--- config.mk ---
export PLATFORM = sky130hd
export DESIGN_NAME = execUnit
export DESIGN_NICKNAME = d
export VERILOG_FILES = /design/src/hw/execPkg.sv /design/src/hw/aluCore.sv /design/src/hw/mulUnit.sv /design/src/hw/divUnit.sv /design/src/hw/hiLoRegs.sv /design/src/hw/execUnit.sv
export SDC_FILE = /design/constraint.sdc
export NUM_CORES = 2
export LEC_CHECK = 0
export ABC_AREA = 1
export BUFFER_PORTS_ARGS = -buffer_cell sky130_fd_sc_hd__buf_2
export CAP_MARGIN = 20
export CORE_MARGIN = 2
export CORE_UTILIZATION = 45
export CTS_CLUSTER_DIAMETER = 100
export DETAILED_ROUTE_END_ITERATION = 10
export RECOVER_POWER = 50
export SYNTH_ARGS = -nofsm -noshare
export SYNTH_HDL_FRONTEND = slang
export SYNTH_SLANG_ARGS = --single-unit
--- constraint.sdc ---
create_clock -name clk_i -period 38 [get_ports clk_i]
set_input_delay 3.8 -clock clk_i [delete_from_list [all_inputs] [get_ports clk_i]]
set_output_delay 3.8 -clock clk_i [all_outputs]
set_load 0.02 [all_outputs]
--- src/hw/execPkg.sv ---
package execPkg;

    // data widths
    typedef logic [31:0] word_t;
    typedef logic [63:0] dword_t;
    typedef logic [4:0]  shamt_t;

    // operation codes, one per supported instruction
    // immediate trap forms reuse the register codes
    typedef enum logic [5:0] {
        opNop   = 6'd0,
        opAnd   = 6'd1,  opOr    = 6'd2,  opNor   = 6'd3,  opXor   = 6'd4,
        opAdd   = 6'd5,  opAddu  = 6'd6,  opSub   = 6'd7,  opSubu  = 6'd8,
        opSlt   = 6'd9,  opSltu  = 6'd10,
        opSll   = 6'd11, opSrl   = 6'd12, opSra   = 6'd13,
        opSllv  = 6'd14, opSrlv  = 6'd15, opSrav  = 6'd16,
        opLui   = 6'd17, opClo   = 6'd18, opClz   = 6'd19,
        opMovn  = 6'd20, opMovz  = 6'd21,
        opTeq   = 6'd22, opTne   = 6'd23, opTge   = 6'd24,
        opTgeu  = 6'd25, opTlt   = 6'd26, opTltu  = 6'd27,
        opMult  = 6'd28, opMultu = 6'd29, opMul   = 6'd30,
        opMadd  = 6'd31, opMaddu = 6'd32, opMsub  = 6'd33, opMsubu = 6'd34,
        opDiv   = 6'd35, opDivu  = 6'd36,
        opMthi  = 6'd37, opMtlo  = 6'd38, opMfhi  = 6'd39, opMflo  = 6'd40
    } aluOp_e;

    // operands for the multiplier and divider
    typedef struct packed {
        word_t a;
        word_t b;
        logic  isSigned;
    } mulDivReq_t;

    // HI/LO update, value[63:32] goes to HI
    typedef struct packed {
        logic   wrHi;
        logic   wrLo;
        dword_t value;
    } hiLoWr_t;

endpackage

--- src/hw/aluCore.sv ---
`timescale 1ns/1ps

module aluCore import execPkg::*; (
    input  aluOp_e op_i,
    input  word_t  srcA_i,
    input  word_t  srcB_i,
    input  shamt_t shamt_i,
    input  dword_t hiLo_i,
    output word_t  result_o,
    output logic   overflow_o,
    output logic   trap_o
);

    word_t sum;
    word_t diff;
    word_t clzCount;
    word_t cloCount;

    // number of zero bits above the first one
    function automatic word_t leadZeros(word_t v);
        word_t n;
        logic  found;
        n = '0;
        found = 1'b0;
        for (int i = 31; i >= 0; i--) begin
            if (!found) begin
                if (v[i]) begin
                    found = 1'b1;
                end else begin
                    n = n + 1;
                end
            end
        end
        return n;
    endfunction

    assign sum = srcA_i + srcB_i;
    assign diff = srcA_i - srcB_i;
    assign clzCount = leadZeros(srcA_i);
    // leading ones are leading zeros of the inverse
    assign cloCount = leadZeros(~srcA_i);

    always_comb begin
        result_o = '0;
        overflow_o = 1'b0;
        case (op_i)
            opNop:   result_o = srcA_i;
            opAnd:   result_o = srcA_i & srcB_i;
            opOr:    result_o = srcA_i | srcB_i;
            opNor:   result_o = ~(srcA_i | srcB_i);
            opXor:   result_o = srcA_i ^ srcB_i;
            opAdd: begin
                result_o = sum;
                // same operand signs, result sign flipped
                overflow_o = (srcA_i[31] == srcB_i[31]) && (sum[31] != srcA_i[31]);
            end
            opAddu:  result_o = sum;
            opSub: begin
                result_o = diff;
                overflow_o = (srcA_i[31] != srcB_i[31]) && (diff[31] != srcA_i[31]);
            end
            opSubu:  result_o = diff;
            opSlt:   result_o = word_t'($signed(srcA_i) < $signed(srcB_i));
            opSltu:  result_o = word_t'(srcA_i < srcB_i);
            opSll:   result_o = srcB_i << shamt_i;
            opSrl:   result_o = srcB_i >> shamt_i;
            opSra:   result_o = $signed(srcB_i) >>> shamt_i;
            opSllv:  result_o = srcB_i << srcA_i[4:0];
            opSrlv:  result_o = srcB_i >> srcA_i[4:0];
            opSrav:  result_o = $signed(srcB_i) >>> srcA_i[4:0];
            opLui:   result_o = {srcB_i[15:0], 16'h0000};
            opClo:   result_o = cloCount;
            opClz:   result_o = clzCount;
            opMovn:  result_o = (srcB_i != '0) ? srcA_i : '0;
            opMovz:  result_o = (srcB_i == '0) ? srcA_i : '0;
            opMfhi:  result_o = hiLo_i[63:32];
            opMflo:  result_o = hiLo_i[31:0];
            // multi-cycle ops, traps and HI/LO moves return zero
            default: result_o = '0;
        endcase
    end

    // trap conditions, immediate forms arrive on srcB
    always_comb begin
        case (op_i)
            opTeq:   trap_o = srcA_i == srcB_i;
            opTne:   trap_o = srcA_i != srcB_i;
            opTge:   trap_o = $signed(srcA_i) >= $signed(srcB_i);
            opTgeu:  trap_o = srcA_i >= srcB_i;
            opTlt:   trap_o = $signed(srcA_i) < $signed(srcB_i);
            opTltu:  trap_o = srcA_i < srcB_i;
            default: trap_o = 1'b0;
        endcase
    end

endmodule

--- src/hw/mulUnit.sv ---
`timescale 1ns/1ps

module mulUnit import execPkg::*; #(
    parameter int MulLatency = 2
) (
    input  logic       clk_i,
    input  logic       reset_i,
    input  logic       flush_i,
    input  logic       start_i,
    input  mulDivReq_t req_i,
    output logic       ready_o,
    output dword_t     product_o
);

    logic signed [32:0] aExt;
    logic signed [32:0] bExt;
    logic signed [65:0] prodFull;
    dword_t             stageQ [MulLatency];
    logic [MulLatency-1:0] validQ;
    logic               startQ;
    logic               accept;

    // extend by sign or zero, then one signed multiply covers both
    assign aExt = {req_i.isSigned & req_i.a[31], req_i.a};
    assign bExt = {req_i.isSigned & req_i.b[31], req_i.b};
    assign prodFull = aExt * bExt;

    // start is held until ready, so only its first cycle enters the pipe
    assign accept = start_i & ~startQ & ~flush_i;

    always_ff @(posedge clk_i) begin
        if (reset_i || flush_i) begin
            startQ <= 1'b0;
            validQ <= '0;
        end else begin
            startQ <= start_i;
            validQ <= (validQ << 1) | MulLatency'(accept);
        end
    end

    always_ff @(posedge clk_i) begin
        stageQ[0] <= prodFull[63:0];
        for (int i = 1; i < MulLatency; i++) begin
            stageQ[i] <= stageQ[i-1];
        end
    end

    assign ready_o = validQ[MulLatency-1];
    assign product_o = stageQ[MulLatency-1];

endmodule

--- src/hw/divUnit.sv ---
`timescale 1ns/1ps

module divUnit import execPkg::*; (
    input  logic       clk_i,
    input  logic       reset_i,
    input  logic       flush_i,
    input  logic       start_i,
    input  mulDivReq_t req_i,
    output logic       ready_o,
    output dword_t     quotRem_o
);

    typedef enum logic [1:0] {
        stIdle,
        stRun,
        stFix
    } divState_e;

    divState_e   stateQ;
    logic [4:0]  stepQ;
    logic        readyQ;
    word_t       remQ;
    word_t       quotQ;
    word_t       divisorQ;
    logic        negQuotQ;
    logic        negRemQ;
    logic        negA;
    logic        negB;
    logic [32:0] remShift;
    logic [32:0] trial;

    assign negA = req_i.isSigned & req_i.a[31];
    assign negB = req_i.isSigned & req_i.b[31];

    // bring down the next dividend bit and try the subtract
    assign remShift = {remQ, quotQ[31]};
    assign trial = remShift - {1'b0, divisorQ};

    always_ff @(posedge clk_i) begin
        if (reset_i || flush_i) begin
            stateQ <= stIdle;
            readyQ <= 1'b0;
        end else begin
            readyQ <= 1'b0;
            case (stateQ)
                stIdle: if (start_i) stateQ <= stRun;
                stRun:  if (stepQ == 5'd31) stateQ <= stFix;
                stFix: begin
                    stateQ <= stIdle;
                    readyQ <= 1'b1;
                end
                default: stateQ <= stIdle;
            endcase
        end
    end

    always_ff @(posedge clk_i) begin
        case (stateQ)
            stIdle: begin
                // setup, work on magnitudes
                remQ <= '0;
                quotQ <= negA ? -req_i.a : req_i.a;
                divisorQ <= negB ? -req_i.b : req_i.b;
                negQuotQ <= negA ^ negB;
                negRemQ <= negA;
                stepQ <= '0;
            end
            stRun: begin
                stepQ <= stepQ + 5'd1;
                if (!trial[32]) begin
                    remQ <= trial[31:0];
                    quotQ <= {quotQ[30:0], 1'b1};
                end else begin
                    remQ <= remShift[31:0];
                    quotQ <= {quotQ[30:0], 1'b0};
                end
            end
            default: begin
                // sign correction, remainder takes the dividend's sign
                quotRem_o <= {negRemQ ? -remQ : remQ, negQuotQ ? -quotQ : quotQ};
            end
        endcase
    end

    assign ready_o = readyQ;

endmodule

--- src/hw/hiLoRegs.sv ---
`timescale 1ns/1ps

module hiLoRegs import execPkg::*; (
    input  logic    clk_i,
    input  logic    reset_i,
    input  hiLoWr_t wr_i,
    output dword_t  hiLo_o
);

    word_t hiQ;
    word_t loQ;

    // each half has its own enable
    always_ff @(posedge clk_i) begin
        if (reset_i) begin
            hiQ <= '0;
            loQ <= '0;
        end else begin
            if (wr_i.wrHi) begin
                hiQ <= wr_i.value[63:32];
            end
            if (wr_i.wrLo) begin
                loQ <= wr_i.value[31:0];
            end
        end
    end

    assign hiLo_o = {hiQ, loQ};

endmodule

--- src/hw/execUnit.sv ---
`timescale 1ns/1ps

module execUnit import execPkg::*; #(
    parameter int MulLatency = 2
) (
    input  logic   clk_i,
    input  logic   reset_i,
    input  aluOp_e op_i,
    input  word_t  srcA_i,
    input  word_t  srcB_i,
    input  shamt_t shamt_i,
    input  logic   flush_i,
    input  logic   commitBlock_i,
    output word_t  result_o,
    output logic   overflow_o,
    output logic   trap_o,
    output logic   stall_o
);

    mulDivReq_t req;
    hiLoWr_t    hiLoWr;
    dword_t     hiLo;
    dword_t     product;
    dword_t     quotRem;
    word_t      aluResult;
    logic       isMul;
    logic       isDiv;
    logic       mulSigned;
    logic       mulReady;
    logic       divReady;
    logic       mulStart;
    logic       divStart;
    logic       mulWrites;
    logic       commitOk;

    always_comb begin
        isMul = 1'b0;
        isDiv = 1'b0;
        mulSigned = 1'b0;
        case (op_i)
            opMult, opMul, opMadd, opMsub: begin
                isMul = 1'b1;
                mulSigned = 1'b1;
            end
            opMultu, opMaddu, opMsubu: isMul = 1'b1;
            opDiv, opDivu:             isDiv = 1'b1;
            default: ;
        endcase
    end

    // MUL only returns the low word, HI/LO stays as is
    assign mulWrites = isMul && (op_i != opMul);

    assign req = '{a: srcA_i, b: srcB_i, isSigned: isMul ? mulSigned : (op_i == opDiv)};

    // start stays up until the unit answers, a flush kills it
    assign mulStart = isMul & ~mulReady & ~flush_i;
    assign divStart = isDiv & ~divReady & ~flush_i;
    assign stall_o = mulStart | divStart;

    assign commitOk = ~commitBlock_i & ~flush_i;

    always_comb begin
        hiLoWr = '0;
        case (op_i)
            opMult, opMultu: hiLoWr.value = product;
            opMadd, opMaddu: hiLoWr.value = hiLo + product;
            opMsub, opMsubu: hiLoWr.value = hiLo - product;
            opDiv, opDivu:   hiLoWr.value = quotRem;
            opMthi, opMtlo:  hiLoWr.value = {srcA_i, srcA_i};
            default:         hiLoWr.value = '0;
        endcase
        hiLoWr.wrHi = commitOk & ((mulWrites & mulReady) | (isDiv & divReady) | (op_i == opMthi));
        hiLoWr.wrLo = commitOk & ((mulWrites & mulReady) | (isDiv & divReady) | (op_i == opMtlo));
    end

    aluCore aluCore_i (
        .op_i       (op_i),
        .srcA_i     (srcA_i),
        .srcB_i     (srcB_i),
        .shamt_i    (shamt_i),
        .hiLo_i     (hiLo),
        .result_o   (aluResult),
        .overflow_o (overflow_o),
        .trap_o     (trap_o)
    );

    mulUnit #(
        .MulLatency (MulLatency)
    ) mulUnit_i (
        .clk_i      (clk_i),
        .reset_i    (reset_i),
        .flush_i    (flush_i),
        .start_i    (mulStart),
        .req_i      (req),
        .ready_o    (mulReady),
        .product_o  (product)
    );

    divUnit divUnit_i (
        .clk_i      (clk_i),
        .reset_i    (reset_i),
        .flush_i    (flush_i),
        .start_i    (divStart),
        .req_i      (req),
        .ready_o    (divReady),
        .quotRem_o  (quotRem)
    );

    hiLoRegs hiLoRegs_i (
        .clk_i      (clk_i),
        .reset_i    (reset_i),
        .wr_i       (hiLoWr),
        .hiLo_o     (hiLo)
    );

    assign result_o = (op_i == opMul && mulReady) ? product[31:0] : aluResult;

endmodule

==> impl_metrics.csv <==
group,metric,value,unit
timing,tightestPinTransition,4.67,ns
clock_network,root_buffer,"clkbuf_16",
synthesis,synthSimpleGateAreaFrac,23.3,%
synthesis,syn_area,76900,um2
route,routedWlPerCell,28.3,um
timing,holdWs,0.317,ns
setup_path,crit_top_cell,"ha_1",
synthesis,async_reset_ff_share,0,%
timing,clock.fmax,37.1,MHz
synthesis,yosys-mux-area-fraction,0.0520,%
floorplanning,initial_core_util,45.4,%
clock_network,htreeDepth,2,
floorplanning,rows,151,
timing,setup_viol,0,
synthesis,synthAdderAreaFrac,37.0,%
setup_path,worstPathRequired,34.20,ns
grt,grt_pass1_wl,523000,um
layout,mostFrequentLayoutCells,"nand2_1 (2625), inv_1 (2235), fa_1 (1129)",
layout,nNetsFinal,12291,
place,place_ws,11.23,ns
layout,fill_cells,17245,
timing,fin_setup_tns,0,ns
route,vias,74598,
synthesis,synth_fp_nets,12387,
setup_path,cp-start-kind,"input pin",
route,drt-total-wl,365000,um
setup_path,slowest_stage,"buf_4",
timing,skew,0.0723,ns
route,vias_per_cell,5.79,
timing,drv_slew,279,
layout,synthToLayoutAreaGrowth,6.34,%
synthesis,synth_xor_area_share,3.52,%
setup_path,rrSetupSlack,28.60,ns
timing,hold_viol,0,
setup_path,r2r-end,"hiLoRegs_i.hiQ[31]",
route,drt_iter0_drc,8500,
layout,final_common_cell,"nand2_1",
grt,grt_overflow,0,
layout,multi_input_area,57600,um2
setup_path,critPathMaxFanout,39,
place,place_hpwl,289000,um
synthesis,synth_top_family_by_area,"adder cells",
clock_network,cts_hold_buffers,0,
grt,grt_max_degree,71,
floorplanning,coreArea,170000,um2
clock_network,cts_tree,"yes",
min_path,hold_end,"mulUnit_i.stageQ[0][87]",
status,violations,"max-capacitance violations, max-slew violations",
synthesis,synthFlopType,"dfxtp_1",
timing,min_period,26.95,ns
floorplanning,die_y,418,um
setup_path,path_class,"in -> out",
setup_path,slowest_delay,0.49,ns
place,gp_congestion,1.11,
setup_path,reg2reg_from,"mulUnit_i.stageQ[0][67]",
floorplanning,pin_count,114,
synthesis,synth_edf_count,167,
place,portBuffers,113,
clock_network,clk_pin_slew,0.06,ns
grt,antenna_found_initial,33,
route,drc,0,
synthesis,ys_seq_area_share,11.7,%
synthesis,yosysWarnings,0,
clock_network,clock_latency,0.71,ns
layout,regArea,8980,um2
clock_network,clockBufferDepth,3,
timing,grt_setup_unrepaired,"false",
route,drtPass1Iterations,8,
grt,track_usage,41.7,%
timing,maxSlewHeadroom,-211,%
floorplanning,dieArea,174000,um2
min_path,worstHoldPathType,"reg -> reg",
clock_network,clock_sinks,365,
status,status,"finished with violations",
synthesis,postSynthAreaPerCell,7.19,um2
min_path,min_from,"mulUnit_i.stageQ[0][23]",
clock_network,postCtsResizedCells,0,
setup_path,critical_path_arrival,23.15,ns
synthesis,ys_seq_elements,365,
timing,layout_worst_path_cycle_share,70.9,%
flow_run,cap_violations,6,
synthesis,yosysUniqueCellTypes,72,
layout,drive_gt1_share,6.89,%
timing,setup_slack,11.05,ns
synthesis,synth_compound_area_share,10.9,%
grt,grt_pass1_vias,73984,
setup_path,worstRegToRegCells,52,
clock_network,postCtsSetupBuffers,0,
synthesis,synthCells,10709,
floorplanning,die_w,418,um
setup_path,cp-end-kind,"output pin",
clock_network,cts_buffers,47,
min_path,min_path_cells,0,
route,antenna_left,0,
==> metrics by stage <==
stage               cells  instance area, um2  util [%]
floorplan           10709               76900         -
global placement    12777               80100      47.2
detailed placement  12781               80100      47.2
CTS                 12867               81800      48.2
global route        12868               81800      48.2
finish              12881               81800      48.2
==> cells in the mapped netlist (9+ instances only) <==
master / count / area share (%)
a2111oi_0: 13 / 0.15
a211oi_1: 32 / 0.31
a21oi_1: 433 / 2.8
a221oi_1: 27 / 0.31
a22oi_1: 15 / 0.15
a31oi_1: 20 / 0.16
buf_1: 145 / 0.71
buf_2: 9 / 0.059
clkbuf_1: 295 / 1.4
clkinv_1: 34 / 0.17
dfxtp_1: 198 / 5.2
edfxtp_1: 167 / 6.5
fa_1: 1129 / 29
ha_1: 470 / 7.6
inv_1: 2238 / 11
inv_2: 61 / 0.30
nand2_1: 2625 / 13
nand2_2: 86 / 0.70
nand2_4: 12 / 0.18
nand3_1: 388 / 2.5
nand3_2: 61 / 0.79
nand4_1: 103 / 0.84
nor2_1: 668 / 3.3
nor2_2: 39 / 0.32
nor3_1: 107 / 0.70
nor4_1: 15 / 0.12
o2111ai_1: 67 / 0.76
o211ai_1: 40 / 0.39
o21a_1: 10 / 0.098
o21ai_0: 576 / 3.7
o21ai_1: 56 / 0.36
o21bai_1: 19 / 0.19
o221ai_1: 27 / 0.31
o22ai_1: 46 / 0.37
o31ai_1: 27 / 0.26
or2_2: 44 / 0.36
xnor2_1: 55 / 0.63
xor2_1: 252 / 2.9
==> final cells by class <==
| type | count | share of cell area, % |
|---|---|---|
| well taps | 2218 | 3.39 |
| multi-input cells | 7559 | 70.4 |
| repair buffers | 307 | 2.48 |
| flip-flops and latches | 365 | 11.0 |
| clock buffers | 55 | 1.54 |
| diodes | 13 | 0.0398 |
| inverters | 2333 | 10.7 |
| clock inverters | 31 | 0.511 |
==> registers in the layout, indices dropped and copies added (netlist names) <==
register             count
mulUnit_i.stageQ       128
divUnit_i.quotRem_o     64
divUnit_i.ready_o        1
divUnit_i.remQ          32
mulUnit_i.validQ         2
hiLoRegs_i.loQ          32
divUnit_i.negQuotQ       1
divUnit_i.divisorQ      32
mulUnit_i.startQ         1
divUnit_i.stateQ         2
divUnit_i.negRemQ        1
hiLoRegs_i.hiQ          32
divUnit_i.quotQ         32
divUnit_i.stepQ          5
==> kinds of logic (layout without fill, tap and decap cells) <==
| family | after synthesis | count (layout) |
|---|---|---|
| xor+xnor | 308 | 308 |
| flops | 365 | 365 |
| simple gates | 4199 | 4199 |
| compound gates | 1449 | 1449 |
| mux | 4 | 4 |
| buf+inv | 2785 | 2726 |
| fa+ha+maj | 1599 | 1599 |
| other cells | 0 | 13 |
==> layer usage <==
metal / share of wire [%] / vias to the layer above / wire [um] / global-route usage, %
met5: 0.055 / - / 199 / 0.0278
met4: 7.8 / 30 / 28400 / 25.5
met3: 11 / 1027 / 39900 / 10.5
met2: 42 / 4283 / 153000 / 62.5
met1: 39 / 36484 / 143000 / 54.3
li1: - / 32774 / - / -
==> how the worst max path moves through the flow <==
stage	slack, ns	cells after the start	to	from
3_3_place_gp	11.32	122	result_o[9]	srcA_i[30]
2_1_floorplan	13.64	120	result_o[8]	srcA_i[31]
4_1_cts	11.18	122	result_o[8]	srcA_i[30]
5_1_grt	9.38	123	result_o[8]	srcA_i[30]
3_5_place_dp	11.23	122	result_o[8]	srcA_i[30]
6_report	11.05	122	result_o[8]	srcA_i[30]
==> critical path, delay by kind of cell <==
family	cells	cell delay (ns)
AO/OA/AOI/OAI	30	4.29
buffers and inverters	25	2.46
adder cells (fa/ha/maj)	30	8.80
AND/OR/NAND/NOR	37	3.85
Power is not shown: default switching activity piles up to over one toggle a cycle in this logic, so the estimate is an artifact.
